===== src/design/cart_pkg.sv =====
/*
 * Shared widths, memory map and download indices of the cartridge path,
 * with the cheat record type. Design and testbench files import it.
 */
package cart_pkg;

	////////////////////////////////////////
	// Widths

	localparam int dl_addr_w    = 25;  // Download byte address
	localparam int data_w       = 16;
	localparam int mem_addr_w   = 24;  // External memory word address
	localparam int cpu_addr_w   = 23;  // CPU address bits 23:1
	localparam int bank_w       = 5;
	localparam int bank_cnt     = 8;
	localparam int bank_table_w = bank_w * bank_cnt;
	localparam int mask_w       = 11;  // Size mask over address bits 23:13

	////////////////////////////////////////
	// Download stream

	localparam logic [5:0] idx_rom_max = 6'd1;   // Lower 6 index bits, 0 and 1 are ROM
	localparam logic [7:0] idx_cheat   = 8'hFF;

	// Region letter in the cartridge header
	localparam logic [dl_addr_w-1:0] hdr_region_addr = 25'h1F0;

	////////////////////////////////////////
	// Memory map, byte addresses

	localparam logic [23:0] bios_base     = 24'hF00000;
	localparam logic [23:0] cart_rom_base = 24'h000000;
	localparam logic [23:0] work_ram_base = 24'h800000;
	localparam logic [23:0] cart_ram_base = 24'hE00000;

	// Region codes as reported to the host
	localparam logic [1:0] region_jp = 2'd0;
	localparam logic [1:0] region_us = 2'd1;
	localparam logic [1:0] region_eu = 2'd2;

	////////////////////////////////////////
	// Cheat record

	// Words 7/6 hold flags high/low, 5/4 address, 3/2 compare, 1/0 replace.
	// The loader sends the low word of each field first
	typedef union packed {
		logic [7:0][data_w-1:0] words;  // Download slot view
		struct packed {
			logic [31:0] flags;
			logic [31:0] addr;
			logic [31:0] compare;
			logic [31:0] replace;
		} fields;                       // Consumer view
	} cheat_code_u;

endpackage


===== src/design/rom_loader.sv =====
/*
 * ROM download writer. Each accepted ROM word becomes one memory write;
 * the loader is held off through dl_wait until the memory acks.
 */
module rom_loader
	import cart_pkg::*;
(
	input  logic                  clk_sys,
	input  logic                  rst_n,
	input  logic                  dl_active,
	input  logic [7:0]            dl_index,
	input  logic                  dl_wr,
	input  logic [dl_addr_w-1:0]  dl_addr,
	input  logic [data_w-1:0]     dl_data,
	input  logic                  cart_mode,
	input  logic                  ld_mem_ack,
	output logic                  dl_wait,
	output logic                  ld_mem_wr,
	output logic [mem_addr_w-1:0] ld_mem_addr,
	output logic [data_w-1:0]     ld_mem_data
);

	logic              rom_wr;
	logic              req;     // Write pending toward memory
	logic [22:1]       addr_q;
	logic [data_w-1:0] data_q;

	assign rom_wr = dl_active & (dl_index[5:0] <= idx_rom_max) & dl_wr;

	always_ff @(posedge clk_sys) begin
		if (!rst_n) begin
			req <= 1'b0;
		end else if (req) begin
			if (ld_mem_ack)
				req <= 1'b0;  // Drops the cycle after the ack
		end else if (rom_wr) begin
			req <= 1'b1;
		end
	end

	always_ff @(posedge clk_sys) begin
		if (rom_wr && !req) begin
			addr_q <= dl_addr[22:1];
			data_q <= {dl_data[7:0], dl_data[15:8]};  // Image is big endian
		end
	end

	// Cartridge images go to the ROM area, anything else is BIOS
	always_comb begin
		if (cart_mode)
			ld_mem_addr = (cart_rom_base >> 1) | mem_addr_w'(addr_q);
		else
			ld_mem_addr = (bios_base >> 1) | mem_addr_w'(addr_q[18:1]);
	end

	assign ld_mem_data = data_q;
	assign ld_mem_wr   = req;
	assign dl_wait     = req;  // Loader stalls for the whole write

endmodule


===== src/design/cart_info.sv =====
/*
 * Watches the ROM download. Latches cartridge mode, grows the ROM size
 * mask from the written addresses and picks the region from the header.
 */
module cart_info
	import cart_pkg::*;
(
	input  logic                 clk_sys,
	input  logic                 rst_n,
	input  logic                 dl_active,
	input  logic [7:0]           dl_index,
	input  logic                 dl_wr,
	input  logic [dl_addr_w-1:0] dl_addr,
	input  logic [data_w-1:0]    dl_data,
	output logic                 cart_mode,
	output logic [mask_w-1:0]    rom_mask,
	output logic [1:0]           region_req,
	output logic                 region_set
);

	logic rom_wr;
	logic hdr_wr;
	logic dl_active_q;

	assign rom_wr = dl_active & (dl_index[5:0] <= idx_rom_max) & dl_wr;
	assign hdr_wr = rom_wr & (dl_addr == hdr_region_addr);

	////////////////////////////////////////
	// Mode and size mask

	always_ff @(posedge clk_sys) begin
		if (!rst_n) begin
			cart_mode <= 1'b0;
			rom_mask  <= '0;
		end else if (rom_wr) begin
			cart_mode <= dl_index[6];
			if (dl_index[6]) begin
				if (dl_addr == '0)
					rom_mask <= '0;  // New image starts
				else
					rom_mask <= rom_mask | dl_addr[23:13];
			end
		end
	end

	////////////////////////////////////////
	// Header region letter

	always_ff @(posedge clk_sys) begin
		if (!rst_n) begin
			dl_active_q <= 1'b0;
			region_set  <= 1'b0;
			region_req  <= region_jp;
		end else begin
			dl_active_q <= dl_active;

			if (dl_active && !dl_active_q)
				region_set <= 1'b0;
			if (!dl_active && dl_active_q)
				region_set <= 1'b0;  // Host takes the request at download end

			if (hdr_wr) begin
				region_set <= 1'b1;
				case (dl_data[7:0])
					"J":     region_req <= region_jp;
					"U":     region_req <= region_us;
					default: region_req <= region_eu;
				endcase
			end
		end
	end

endmodule


===== src/design/bank_regs.sv =====
/*
 * Cartridge bank registers. The CPU writes them through the page strobe;
 * only images above 4 MB use banking, others keep the identity map.
 */
module bank_regs
	import cart_pkg::*;
(
	input  logic                    clk_sys,
	input  logic                    rst_n,
	input  logic                    dl_active,
	input  logic                    page_ce_n,
	input  logic                    cpu_rnw,
	input  logic [cpu_addr_w-1:0]   cpu_va,
	input  logic [data_w-1:0]       cpu_dout,
	input  logic [mask_w-1:0]       rom_mask,
	output logic [bank_table_w-1:0] bank_table
);

	logic [bank_w-1:0] bank_reg [bank_cnt];
	logic              page_ce_q;
	logic              page_fall;
	logic              big_rom;

	assign page_fall = page_ce_q & ~page_ce_n;
	assign big_rom   = |rom_mask[mask_w-1 -: 2];  // Address bits 23:22 seen

	always_ff @(posedge clk_sys) begin
		if (!rst_n)
			page_ce_q <= 1'b1;
		else
			page_ce_q <= page_ce_n;
	end

	// Slot 0 is fixed, the CPU selects slots 1 to 7 with bits 3:1
	always_ff @(posedge clk_sys) begin
		if (!rst_n || dl_active) begin
			for (int k = 0; k < bank_cnt; k++)
				bank_reg[k] <= bank_w'(k);
		end else if (page_fall && big_rom && !cpu_rnw && (cpu_va[2:0] != 3'd0)) begin
			bank_reg[cpu_va[2:0]] <= cpu_dout[bank_w-1:0];
		end
	end

	always_comb begin
		for (int k = 0; k < bank_cnt; k++)
			bank_table[k*bank_w +: bank_w] = bank_reg[k];
	end

endmodule


===== src/design/cpu_addr_map.sv =====
/*
 * CPU side of the memory map. Picks the region from the chip enables,
 * applies banking and the size mask to ROM reads, and gates the strobes.
 */
module cpu_addr_map
	import cart_pkg::*;
(
	input  logic [cpu_addr_w-1:0]   cpu_va,
	input  logic                    ram_ce_n,
	input  logic                    cart_ram_ce_n,
	input  logic                    cart_rom_ce_n,
	input  logic                    oe_n,
	input  logic                    wrl_n,
	input  logic                    wrh_n,
	input  logic [bank_table_w-1:0] bank_table,
	input  logic [mask_w-1:0]       rom_mask,
	output logic [mem_addr_w-1:0]   cpu_mem_addr,
	output logic                    cpu_mem_rd,
	output logic                    cpu_mem_wrl,
	output logic                    cpu_mem_wrh
);

	logic [bank_w-1:0]     bank_sel;
	logic [cpu_addr_w-1:0] rom_va;   // Banked ROM address, bits 23:1
	logic                  ram_any;

	// 512 KB windows selected by bits 21:19
	assign bank_sel = bank_table[cpu_va[20:18]*bank_w +: bank_w];
	assign rom_va   = {bank_sel, cpu_va[17:0]}
	                & {rom_mask, {(cpu_addr_w - mask_w){1'b1}}};

	always_comb begin
		if (!ram_ce_n)
			cpu_mem_addr = (work_ram_base >> 1) | mem_addr_w'(cpu_va[14:0]);
		else if (!cart_ram_ce_n)
			cpu_mem_addr = (cart_ram_base >> 1) | mem_addr_w'(cpu_va[18:0]);
		else if (!cart_rom_ce_n)
			cpu_mem_addr = (cart_rom_base >> 1) | mem_addr_w'(rom_va[21:0]);
		else
			cpu_mem_addr = (bios_base >> 1) | mem_addr_w'(cpu_va[15:0]);  // Default
	end

	assign ram_any = ~ram_ce_n | ~cart_ram_ce_n;

	assign cpu_mem_rd  = (ram_any | ~cart_rom_ce_n) & ~oe_n;
	assign cpu_mem_wrl = ram_any & ~wrl_n;  // ROM and BIOS are read only
	assign cpu_mem_wrh = ram_any & ~wrh_n;

endmodule


===== src/design/cheat_assembler.sv =====
/*
 * Builds one cheat record from eight download words on the cheat index.
 * cheat_valid marks a complete record; cheat_clear marks a new cheat list.
 */
module cheat_assembler
	import cart_pkg::*;
(
	input  logic                 clk_sys,
	input  logic                 rst_n,
	input  logic                 dl_active,
	input  logic [7:0]           dl_index,
	input  logic                 dl_wr,
	input  logic [dl_addr_w-1:0] dl_addr,
	input  logic [data_w-1:0]    dl_data,
	output cheat_code_u          cheat_code,
	output logic                 cheat_valid,
	output logic                 cheat_clear
);

	logic       code_wr;
	logic [2:0] slot;

	assign code_wr = dl_active & (dl_index == idx_cheat) & dl_wr;

	// Offset 0 lands in word 6, offset 2 in word 7,
	// offset 4 in word 4 and so on down to offset 14 in word 1
	assign slot = {~dl_addr[3:2], dl_addr[1]};

	always_ff @(posedge clk_sys) begin
		if (code_wr)
			cheat_code.words[slot] <= dl_data;
	end

	////////////////////////////////////////
	// Record strobes

	always_ff @(posedge clk_sys) begin
		if (!rst_n) begin
			cheat_valid <= 1'b0;
			cheat_clear <= 1'b0;
		end else begin
			cheat_valid <= code_wr && (dl_addr[3:0] == 4'd14);  // Last word of record
			cheat_clear <= code_wr && (dl_addr == '0);          // First word of the list
		end
	end

endmodule


===== src/design/cart_top.sv =====
/*
 * Cartridge path top level. Connects the ROM loader, header watcher,
 * bank registers, CPU address map and cheat assembler.
 */
module cart_top
	import cart_pkg::*;
(
	input  logic                  clk_sys,
	input  logic                  rst_n,

	// Download stream
	input  logic                  dl_active,
	input  logic [7:0]            dl_index,
	input  logic                  dl_wr,
	input  logic [dl_addr_w-1:0]  dl_addr,
	input  logic [data_w-1:0]     dl_data,
	output logic                  dl_wait,

	// Load memory port
	output logic                  ld_mem_wr,
	output logic [mem_addr_w-1:0] ld_mem_addr,
	output logic [data_w-1:0]     ld_mem_data,
	input  logic                  ld_mem_ack,

	// CPU bus
	input  logic [cpu_addr_w-1:0] cpu_va,
	input  logic [data_w-1:0]     cpu_dout,
	input  logic                  cpu_rnw,
	input  logic                  page_ce_n,
	input  logic                  ram_ce_n,
	input  logic                  cart_ram_ce_n,
	input  logic                  cart_rom_ce_n,
	input  logic                  oe_n,
	input  logic                  wrl_n,
	input  logic                  wrh_n,
	output logic [mem_addr_w-1:0] cpu_mem_addr,
	output logic                  cpu_mem_rd,
	output logic                  cpu_mem_wrl,
	output logic                  cpu_mem_wrh,

	// Region and cheats
	output logic [1:0]            region_req,
	output logic                  region_set,
	output cheat_code_u           cheat_code,
	output logic                  cheat_valid,
	output logic                  cheat_clear
);

	logic                    cart_mode;
	logic [mask_w-1:0]       rom_mask;
	logic [bank_table_w-1:0] bank_table;

	rom_loader u_rom_loader (
		.clk_sys, .rst_n,
		.dl_active, .dl_index, .dl_wr, .dl_addr, .dl_data,
		.cart_mode, .ld_mem_ack,
		.dl_wait, .ld_mem_wr, .ld_mem_addr, .ld_mem_data
	);

	cart_info u_cart_info (
		.clk_sys, .rst_n,
		.dl_active, .dl_index, .dl_wr, .dl_addr, .dl_data,
		.cart_mode, .rom_mask, .region_req, .region_set
	);

	bank_regs u_bank_regs (
		.clk_sys, .rst_n, .dl_active,
		.page_ce_n, .cpu_rnw, .cpu_va, .cpu_dout,
		.rom_mask, .bank_table
	);

	cpu_addr_map u_cpu_addr_map (
		.cpu_va, .ram_ce_n, .cart_ram_ce_n, .cart_rom_ce_n,
		.oe_n, .wrl_n, .wrh_n,
		.bank_table, .rom_mask,
		.cpu_mem_addr, .cpu_mem_rd, .cpu_mem_wrl, .cpu_mem_wrh
	);

	cheat_assembler u_cheat_assembler (
		.clk_sys, .rst_n,
		.dl_active, .dl_index, .dl_wr, .dl_addr, .dl_data,
		.cheat_code, .cheat_valid, .cheat_clear
	);

endmodule


===== config.mk =====
export PLATFORM = sky130hd
export DESIGN_NAME = cart_top
export DESIGN_NICKNAME = d
export VERILOG_FILES = /design/src/design/cart_pkg.sv /design/src/design/rom_loader.sv /design/src/design/cart_info.sv /design/src/design/bank_regs.sv /design/src/design/cpu_addr_map.sv /design/src/design/cheat_assembler.sv /design/src/design/cart_top.sv
export SDC_FILE = /design/constraint.sdc
export NUM_CORES = 1
export LEC_CHECK = 0
export BUFFER_PORTS_ARGS = -buffer_cell sky130_fd_sc_hd__buf_2
export CAP_MARGIN = 20
export CELL_PAD_IN_SITES_DETAIL_PLACEMENT = 1
export CELL_PAD_IN_SITES_GLOBAL_PLACEMENT = 1
export CORE_UTILIZATION = 41
export CTS_BUF_LIST = sky130_fd_sc_hd__clkbuf_8
export CTS_CLUSTER_SIZE = 25
export DETAILED_ROUTE_END_ITERATION = 10
export GPL_TIMING_DRIVEN = 0
export PLACE_DENSITY_LB_ADDON = 0.12
export SYNTH_ARGS = -nofsm -noshare
export SYNTH_HDL_FRONTEND = slang
export SYNTH_SLANG_ARGS = --single-unit

===== constraint.sdc =====
create_clock -name clk_sys -period 5.01 [get_ports clk_sys]
set_clock_uncertainty 0.2 [all_clocks]
set_input_delay 1.2525 -clock clk_sys [delete_from_list [all_inputs] [get_ports clk_sys]]
set_output_delay 1.2525 -clock clk_sys [all_outputs]
set_load 0.02 [all_outputs]

-- Yosys cells after proc, flatten, opt, wreduce, memory -nomap -nowiden
Memory sizes are Yosys's and may differ from the RTL's.
Cells that the tools add are included.
- multiply operators: 1
- $lt $le $gt $ge: 3
- equal/unequal tests: 5
- shifts and indexed selects: 1
- multiplexer cells: 23
- bitwise logic cells: 21
- reduce and logical (&&, ||, !) cells: 21
- operators with widths (cell ; count):
    $bwmux 128 ; 1
    $mux 23 ; 3
    $demux 16 s3 ; 1
    $shiftx 40x7->4 ; 1
    $eq 25x9->1 const B ; 1
    $logic_not 25->1 ; 1
    $mux 24 ; 1
    $and 22x22->22 ; 1
    $eq 8x7->1 const B ; 2
    $mux 16 ; 1
    $mux 1 ; 12
    $mux 11 ; 1
    $or 11x11->11 ; 1
    $and 1x1->1 ; 9
    $logic_and 1x1->1 ; 9
    $eq 8x8->1 const B ; 1
    $not 1->1 ; 7
    $le 6x1->1 const B ; 1
    $mul 3x3->6 const B ; 1
    $reduce_bool 3->1 ; 2
    $logic_not 1->1 ; 5
    $mux 5 ; 1
    $reduce_or 5->1 ; 1
    $eq 4x4->1 const B ; 1
    other kinds (9) ; 10
- bits in registers: 186
- RAM bits: 40
- input port bits: 101
- output and inout port bits: 202
- word-level logic and storage cells: 88
- memories: 1
- memories (memory ; depth ; width ; rd ports ; clocked after Yosys merged registers in ; wr ports ; RTL line ; text):
    u_bank_regs.bank_reg ; 8 ; 5 ; 8 ; 0 ; 8 ; bank_regs.sv:19 ; logic [bank_w-1:0] bank_reg [bank_cnt];

-- Depth between registers and ports, before layout
Gate-level depths: netlist (run 1).
- depth after elaboration: 10
- gate-level depth with buffers: 6
- depth with buffers taken out: 4

-- By module
A second synthesis (run 1) with hierarchy kept.
- cells, all modules: 507
- area total of the unflattened synthesis: 8628.3 um2
- by module, submodules not included (module ; instances ; cells an instance ; area an instance (um2) ; sequential area each (um2)):
    cheat_assembler ; 1 ; 156 ; 4066.4 ; 3883.7
    bank_regs ; 1 ; 137 ; 1978.1 ; 1221.2
    rom_loader ; 1 ; 70 ; 1391.3 ; 1161.1
    cart_info ; 1 ; 78 ; 658.1 ; 320.3
    cpu_addr_map ; 1 ; 66 ; 534.3 ; 0.0

-- Worst setup path before layout (run 1)
Ideal clock, no wire load.
- kind: input-to-reg
- start point: input dl_index[1]
- end point: register u_rom_loader.addr_q[10] in the netlist's numbering, enable pin
- library setup time: 435 ps
- arrival: 3911 ps
- required time: 4375 ps
- slack: 464 ps
- cell stages on the path: 3
- buffers on the path: 0
- path through: or4_4 or3_2 nor2_1
- cells in the longest elaborated chain, start to end: 4
- RTL lines (element ; RTL line ; text):
    start: declaration ; cart_top.sv:13 ; input logic [7:0] dl_index,
    $le 6x1->1 ; rom_loader.sv:28 ; assign rom_wr = dl_active & (dl_index[5:0] <= idx_rom_max) & dl_wr;
    $and 1x1->1 (2 in series) ; rom_loader.sv:28 ;
    $logic_and 1x1->1 ; rom_loader.sv:42 ; if (rom_wr && !req) begin
    end signal: assignment ; rom_loader.sv:43 ; addr_q <= dl_addr[22:1];
    end: declaration ; rom_loader.sv:25 ; logic [22:1] addr_q;
No other way between the ends.
A chain may end at the register's enable or synchronous reset.

-- Worst setup path after layout (run 1)
- start point: input cpu_va[18]
- end point: output cpu_mem_addr[19]
- cells in the longest elaborated chain, start to end: 6
- RTL lines (element ; RTL line ; text):
    start: declaration ; cart_top.sv:26 ; input logic [cpu_addr_w-1:0] cpu_va,
    $mul 3x3->6 ; cpu_addr_map.sv:28 ; assign bank_sel = bank_table[cpu_va[20:18]*bank_w +: bank_w];
    $shiftx 40x7->4 ; cpu_addr_map.sv:28 ;
    $and 22x22->22 ; cpu_addr_map.sv:30 ; & {rom_mask, {(cpu_addr_w - mask_w){1'b1}}};
    $mux 23 ; cpu_addr_map.sv:37 ; else if (!cart_rom_ce_n)
    $mux 23 ; cpu_addr_map.sv:35 ; else if (!cart_ram_ce_n)
    $mux 24 ; cpu_addr_map.sv:33 ; if (!ram_ce_n)
    end: declaration ; cart_top.sv:36 ; output logic [mem_addr_w-1:0] cpu_mem_addr,
No other way between the ends.

==> metrics, run 1 <==
status completed; Via Count 4926; CTS tree built; share of synthesized registers carrying an async set or reset 0%; Comb pwr share 4.5%; Worst-Margin Slew 1.06 ns; Max-slew headroom 29.5%; Place WS 0.751 ns; proportion of layout cells with a drive suffix above 1 48.4%; DR pass1 iterations 4; die area 19700 um^2; first-pass GRT wire length 29700 um; most common cell after layout, fill and taps aside buf_2; critical path arrival 2.79 ns; Final period util between 80% and 90%; largest net degree at the start of global routing 22; crit start category primary input; Post-Route WL 20100 um; Synth top area share roughly 76%; Clock Tree Root clkbuf_8; grt ovf 0; Worst setup EP type output pin; top_reg_cell synth edfxtp_1; Internal 2.75 mW; Hold Crit Class flop to flop; Core ar. 18700 um^2; number of synthesized flops with an enable pin 198; Num CTS Buffers 36; clock insertion delay at the later pin of the skew report between 0.4 and 0.5 ns; post-CTS setup buffer count 0; CTS Hold Buffers Added 0; most frequent cells in the layout buf_2 (275), edfxtp_1 (198), clkbuf_8 (38); cell area after synthesis around 8000 um^2; PortBufs 272; initial antenna violation count 1; Initial Utilization 41.9%; Sw Ratio between 20% and 30%; vias in the first global route 5114; FF-to-FF setup slack 2.75 ns; FILL cells 1890; Placed Instances 959; pwr/cell area 340 nW/um^2; H-tree depth 2; Psw 0.745 mW; Avg Cell Area, Syn 17.8 um^2; post-synthesis cell type count 46; drt drc 0; Final Hold Viols 0; cell count after synthesis approximately 440; Synth area leaders edfxtp_1 (76%), dfxtp_1 (5.1%), buf_4 (3.2%); crit path kind primary input to output pin; post-synth top area cell edfxtp_1; post-detail-place hpwl 14900 um; Layout area overhead 31.0%; Fin Setup TNS 0 ns; clk sinks 218; fin util 54.9%; post-CTS sizing 0; WL/cell ~20 um; post-DR vias/cell 4.82; endpoints failing setup 0; Worst Path Required 3.56 ns; Leak 4.06 nW; Max-cap violations 0; Die X about 140 um; I/O Pins 303; Non-Filler Instances 1021; clk buf depth 3; synth warn 0; Final #Nets 864; RSZ-0062 raised after global routing no; max FFs per register 128; sequential power share 57.1%; Peak VDD IR 0.162 mV; clock share of power 38.4%; Worst-path clk slew ~0.06 ns; GRT Util Overall 20.3%; synthesized flop and latch total 218; FMAX 236 MHz; post-synthesis sequential area ratio 80.9%; Final Max Tran Viols 0; antenna cells 0; number of core rows 50; PnR worst setup slack 0.771 ns; top fanout value on the critical path 9; Routed Antenna Nets 0; First DRT Iteration DRCs roughly 180; routability cong. 0.770; Tmin final 4.24 ns; Die Ht 140 um
[critical path, cell delays in order]
cell and delay (ns):
buf_2 0.29, mux4_2 0.57, mux2_2 0.30, a21oi_1 0.16
nor2_1 0.05, buf_2 0.15
[cell usage after synthesis (all sizes together) (5+ instances only)]
cell	number
edfxtp	198
buf	38
nand2	27
nor2	23
dfxtp	20
a21oi	17
nand2b	14
nor4	12
and2	11
mux4	8
clkbuf	7
inv	6
mux2i	6
o21a	5
or3	5
[final timing paths]
check,from,end,depth (start not counted)
worst max register to register,u_bank_regs.page_ce_q,u_bank_regs.bank_reg[5][2],4
worst min-delay path,u_cart_info.region_req[0],u_cart_info.region_req[0],2
worst max-delay path,cpu_va[18],cpu_mem_addr[19],6
worst min register to register,u_cart_info.region_req[0],u_cart_info.region_req[0],2
[through the flow]
stage / cell area, um^2 / hold WS (ns) / total power, mW
final: 10300 / 0.263 / 3.50
after global routing: 10300 / 0.277 / 3.62
after CTS: 10300 / 0.266 / 3.54
after detailed placement: 9650 / 0.257 / 2.19
after global placement: 9510 / 0.242 / 2.18
after floorplan: 7860 / 0.237 / 2.11
[cell families (layout without fill, tap and decap cells)]
family,Yosys count,after routing,synth area share [%]
buf+inv,51,392,4.17
flops,218,218,80.9
other cells,1,6,0.0478
mux,15,15,3.21
simple gates,126,126,9.26
xor+xnor,1,1,0.112
compound gates,29,29,2.27
[cell type report]
type	instances	area (um^2)	share of cell area (%)
inverter	6	22.5	0.219
tap	234	293	2.85
clock inverter	24	98.8	0.962
timing repair buffer	279	1470	14.3
sequential	218	6350	61.8
buffer	45	304	2.96
multi-input combinational	177	1220	11.8
clock buffer	38	523	5.09
[per-layer routing]
metal	share of wire (%)	vias up	track usage, %
li1	-	2271	-
met5	0.060	-	0
met2	51	224	36.3
met3	7.2	25	5.26
met4	1.5	2	5.84
met1	40	2404	24.1
[power by group through the flow]
| stage | clock (mW) | combinational, mW | sequential, mW |
|---|---|---|---|
| after floorplan | 0 | 0.0726 | 2.03 |
| after global placement | 0 | 0.151 | 2.03 |
| after detailed placement | 0 | 0.158 | 2.03 |
| after CTS | 1.39 | 0.158 | 2.00 |
| after global routing | 1.45 | 0.170 | 2.00 |
| final | 1.34 | 0.157 | 2.00 |
Power figures use the tool's default switching activity.
==> run 2, diff against run 1 <==
clock period = 4.2 ns   (was 5.01 ns; I/O delays follow)
==> run 2 against run 1 <==
Effect of this change: design area increased by 1.0%; first-iteration DRC count unchanged; highest routed layer unchanged; global-route usage increased by 0.42 points; via count increased by 0.41%.
==> metrics, run 2 (same netlist as run 1, synthesis figures left out) <==
DR pass1 iterations 4; Worst-Margin Slew approximately 0.94 ns; crit path kind primary input to output pin; Worst setup EP type output pin; max FFs per register 128; Final period util 91.2%; first-pass GRT wire length 30400 um; post-DR vias/cell ~4.8; Die X 140 um; proportion of layout cells with a drive suffix above 1 49.4%; crit start category primary input; Hold Crit Class flop to flop; die area 19700 um^2; Die Ht 140 um; GR peak layer met2; H-tree depth 2; Initial Utilization a little over two fifths; fin util 55.5%; Routed Antenna Nets 0; PortBufs 272; top fanout value on the critical path 9; largest net degree at the start of global routing 26; FILL cells around 1900; Num CTS Buffers 37; R2R depth 4; most common cell after layout, fill and taps aside buf_2; I/O Pins 303; CTS tree built; RSZ-0062 raised after global routing no; initial antenna violation count 1; GRT Util Overall just over 20%; Max-slew headroom roughly 37%; clk buf depth 3; WL/cell between 15 and 20 um; Clock Tree Root clkbuf_8; Via Count 4946; First DRT Iteration DRCs 177; Worst-path clk slew 0.05 ns; met2 usage 36.2%; antenna cells 0; Non-Filler Instances 1024; post-CTS sizing 0; Fin Setup TNS 0 ns; Layout area overhead 32.4%; Tmin final 3.83 ns; post-CTS setup buffer count 0; most frequent cells in the layout buf_2 (275), edfxtp_1 (198), clkbuf_8 (41); Worst Path Required 2.95 ns; M3 GR Usage 4.41%; Final Hold Viols 0; vias in the first global route 5170; grt ovf 0; Post-Route WL roughly 20000 um; FMAX 261 MHz; critical path arrival roughly 2.6 ns; endpoints failing setup 0; CTS Hold Buffers Added 0; pwr/cell area 423 nW/um^2; Leak 4.13 nW; Placed Instances 958; Post-DP Area 9640 um^2; status completed; clk sinks 218; Core ar. 18700 um^2; Peak VDD IR 0.271 mV; routability cong. 0.786; post-route cell area 10400 um^2; drt drc 0; Final #Nets around 870; GR Layer Usage met1 approximately 25%; cell depth of the worst hold path 2; number of core rows 50; Max-cap violations 0; post-detail-place hpwl 15000 um; Final Max Tran Viols 0; clock insertion delay at the later pin of the skew report 0.50 ns
==> run 2: cell types whose count changed in the layout (fill, tap and decap cells not counted), sizes merged <==
cell,previous run,this run
bufinv,0,2
clkinv,9,7
clkbuf,45,48
==> run 2: stage by stage <==
| step | worst slack, ns | power [mW] | hold WS (ns) |
|---|---|---|---|
| 2_1_floorplan | 0.502 | 2.51 | 0.237 |
| 3_3_place_gp | -0.879 | 2.61 | 0.242 |
| 3_5_place_dp | 0.360 | 2.61 | 0.260 |
| 4_1_cts | 0.349 | 4.44 | 0.267 |
| 5_1_grt | 0.312 | 4.55 | 0.284 |
| 6_report | 0.368 | 4.39 | 0.264 |
==> run 2: final timing paths <==
kind / endpoint / from / slack [ns]
worst max-delay path: cpu_mem_addr[19] / cpu_va[18] / 0.37
worst min-delay path: u_cart_info.region_req[0] / u_cart_info.region_req[0] / 0.26
worst max register to register: u_bank_regs.bank_reg[6][2] / u_bank_regs.page_ce_q / 1.93
worst min register to register: u_cart_info.region_req[0] / u_cart_info.region_req[0] / 0.26
==> run 2: critical path: stages <==
cell	delay, ns
buf_2	0.29
mux4_2	0.56
mux2_2	0.30
a21oi_1	0.16
nor2_1	0.06
buf_2	0.15
==> run 2: per-layer routing <==
layer,part of all wire (%),wire length (um),up-vias
li1,-,-,2277
met1,41,8370,2400
met2,50,10200,227
met3,5.9,1200,40
met4,2.3,468,2
met5,0.084,17,-
==> run 2: final cells by class <==
cell class	instances	area, um^2	area share [%]
Buffer	45	304	2.93
Clock buffer	41	564	5.44
Clock inverter	24	153	1.47
Inverter	6	22.5	0.217
Multi-Input combinational cell	177	1220	11.7
Sequential cell	218	6350	61.1
Tap cell	234	293	2.82
Timing Repair Buffer	279	1480	14.3
==> run 2: power breakdown <==
group	internal (mW)	total, mW	switching [mW]
clock network	1.02	1.82	0.805
logic	0.0727	0.187	0.114
registers	2.38	2.38	0.00455
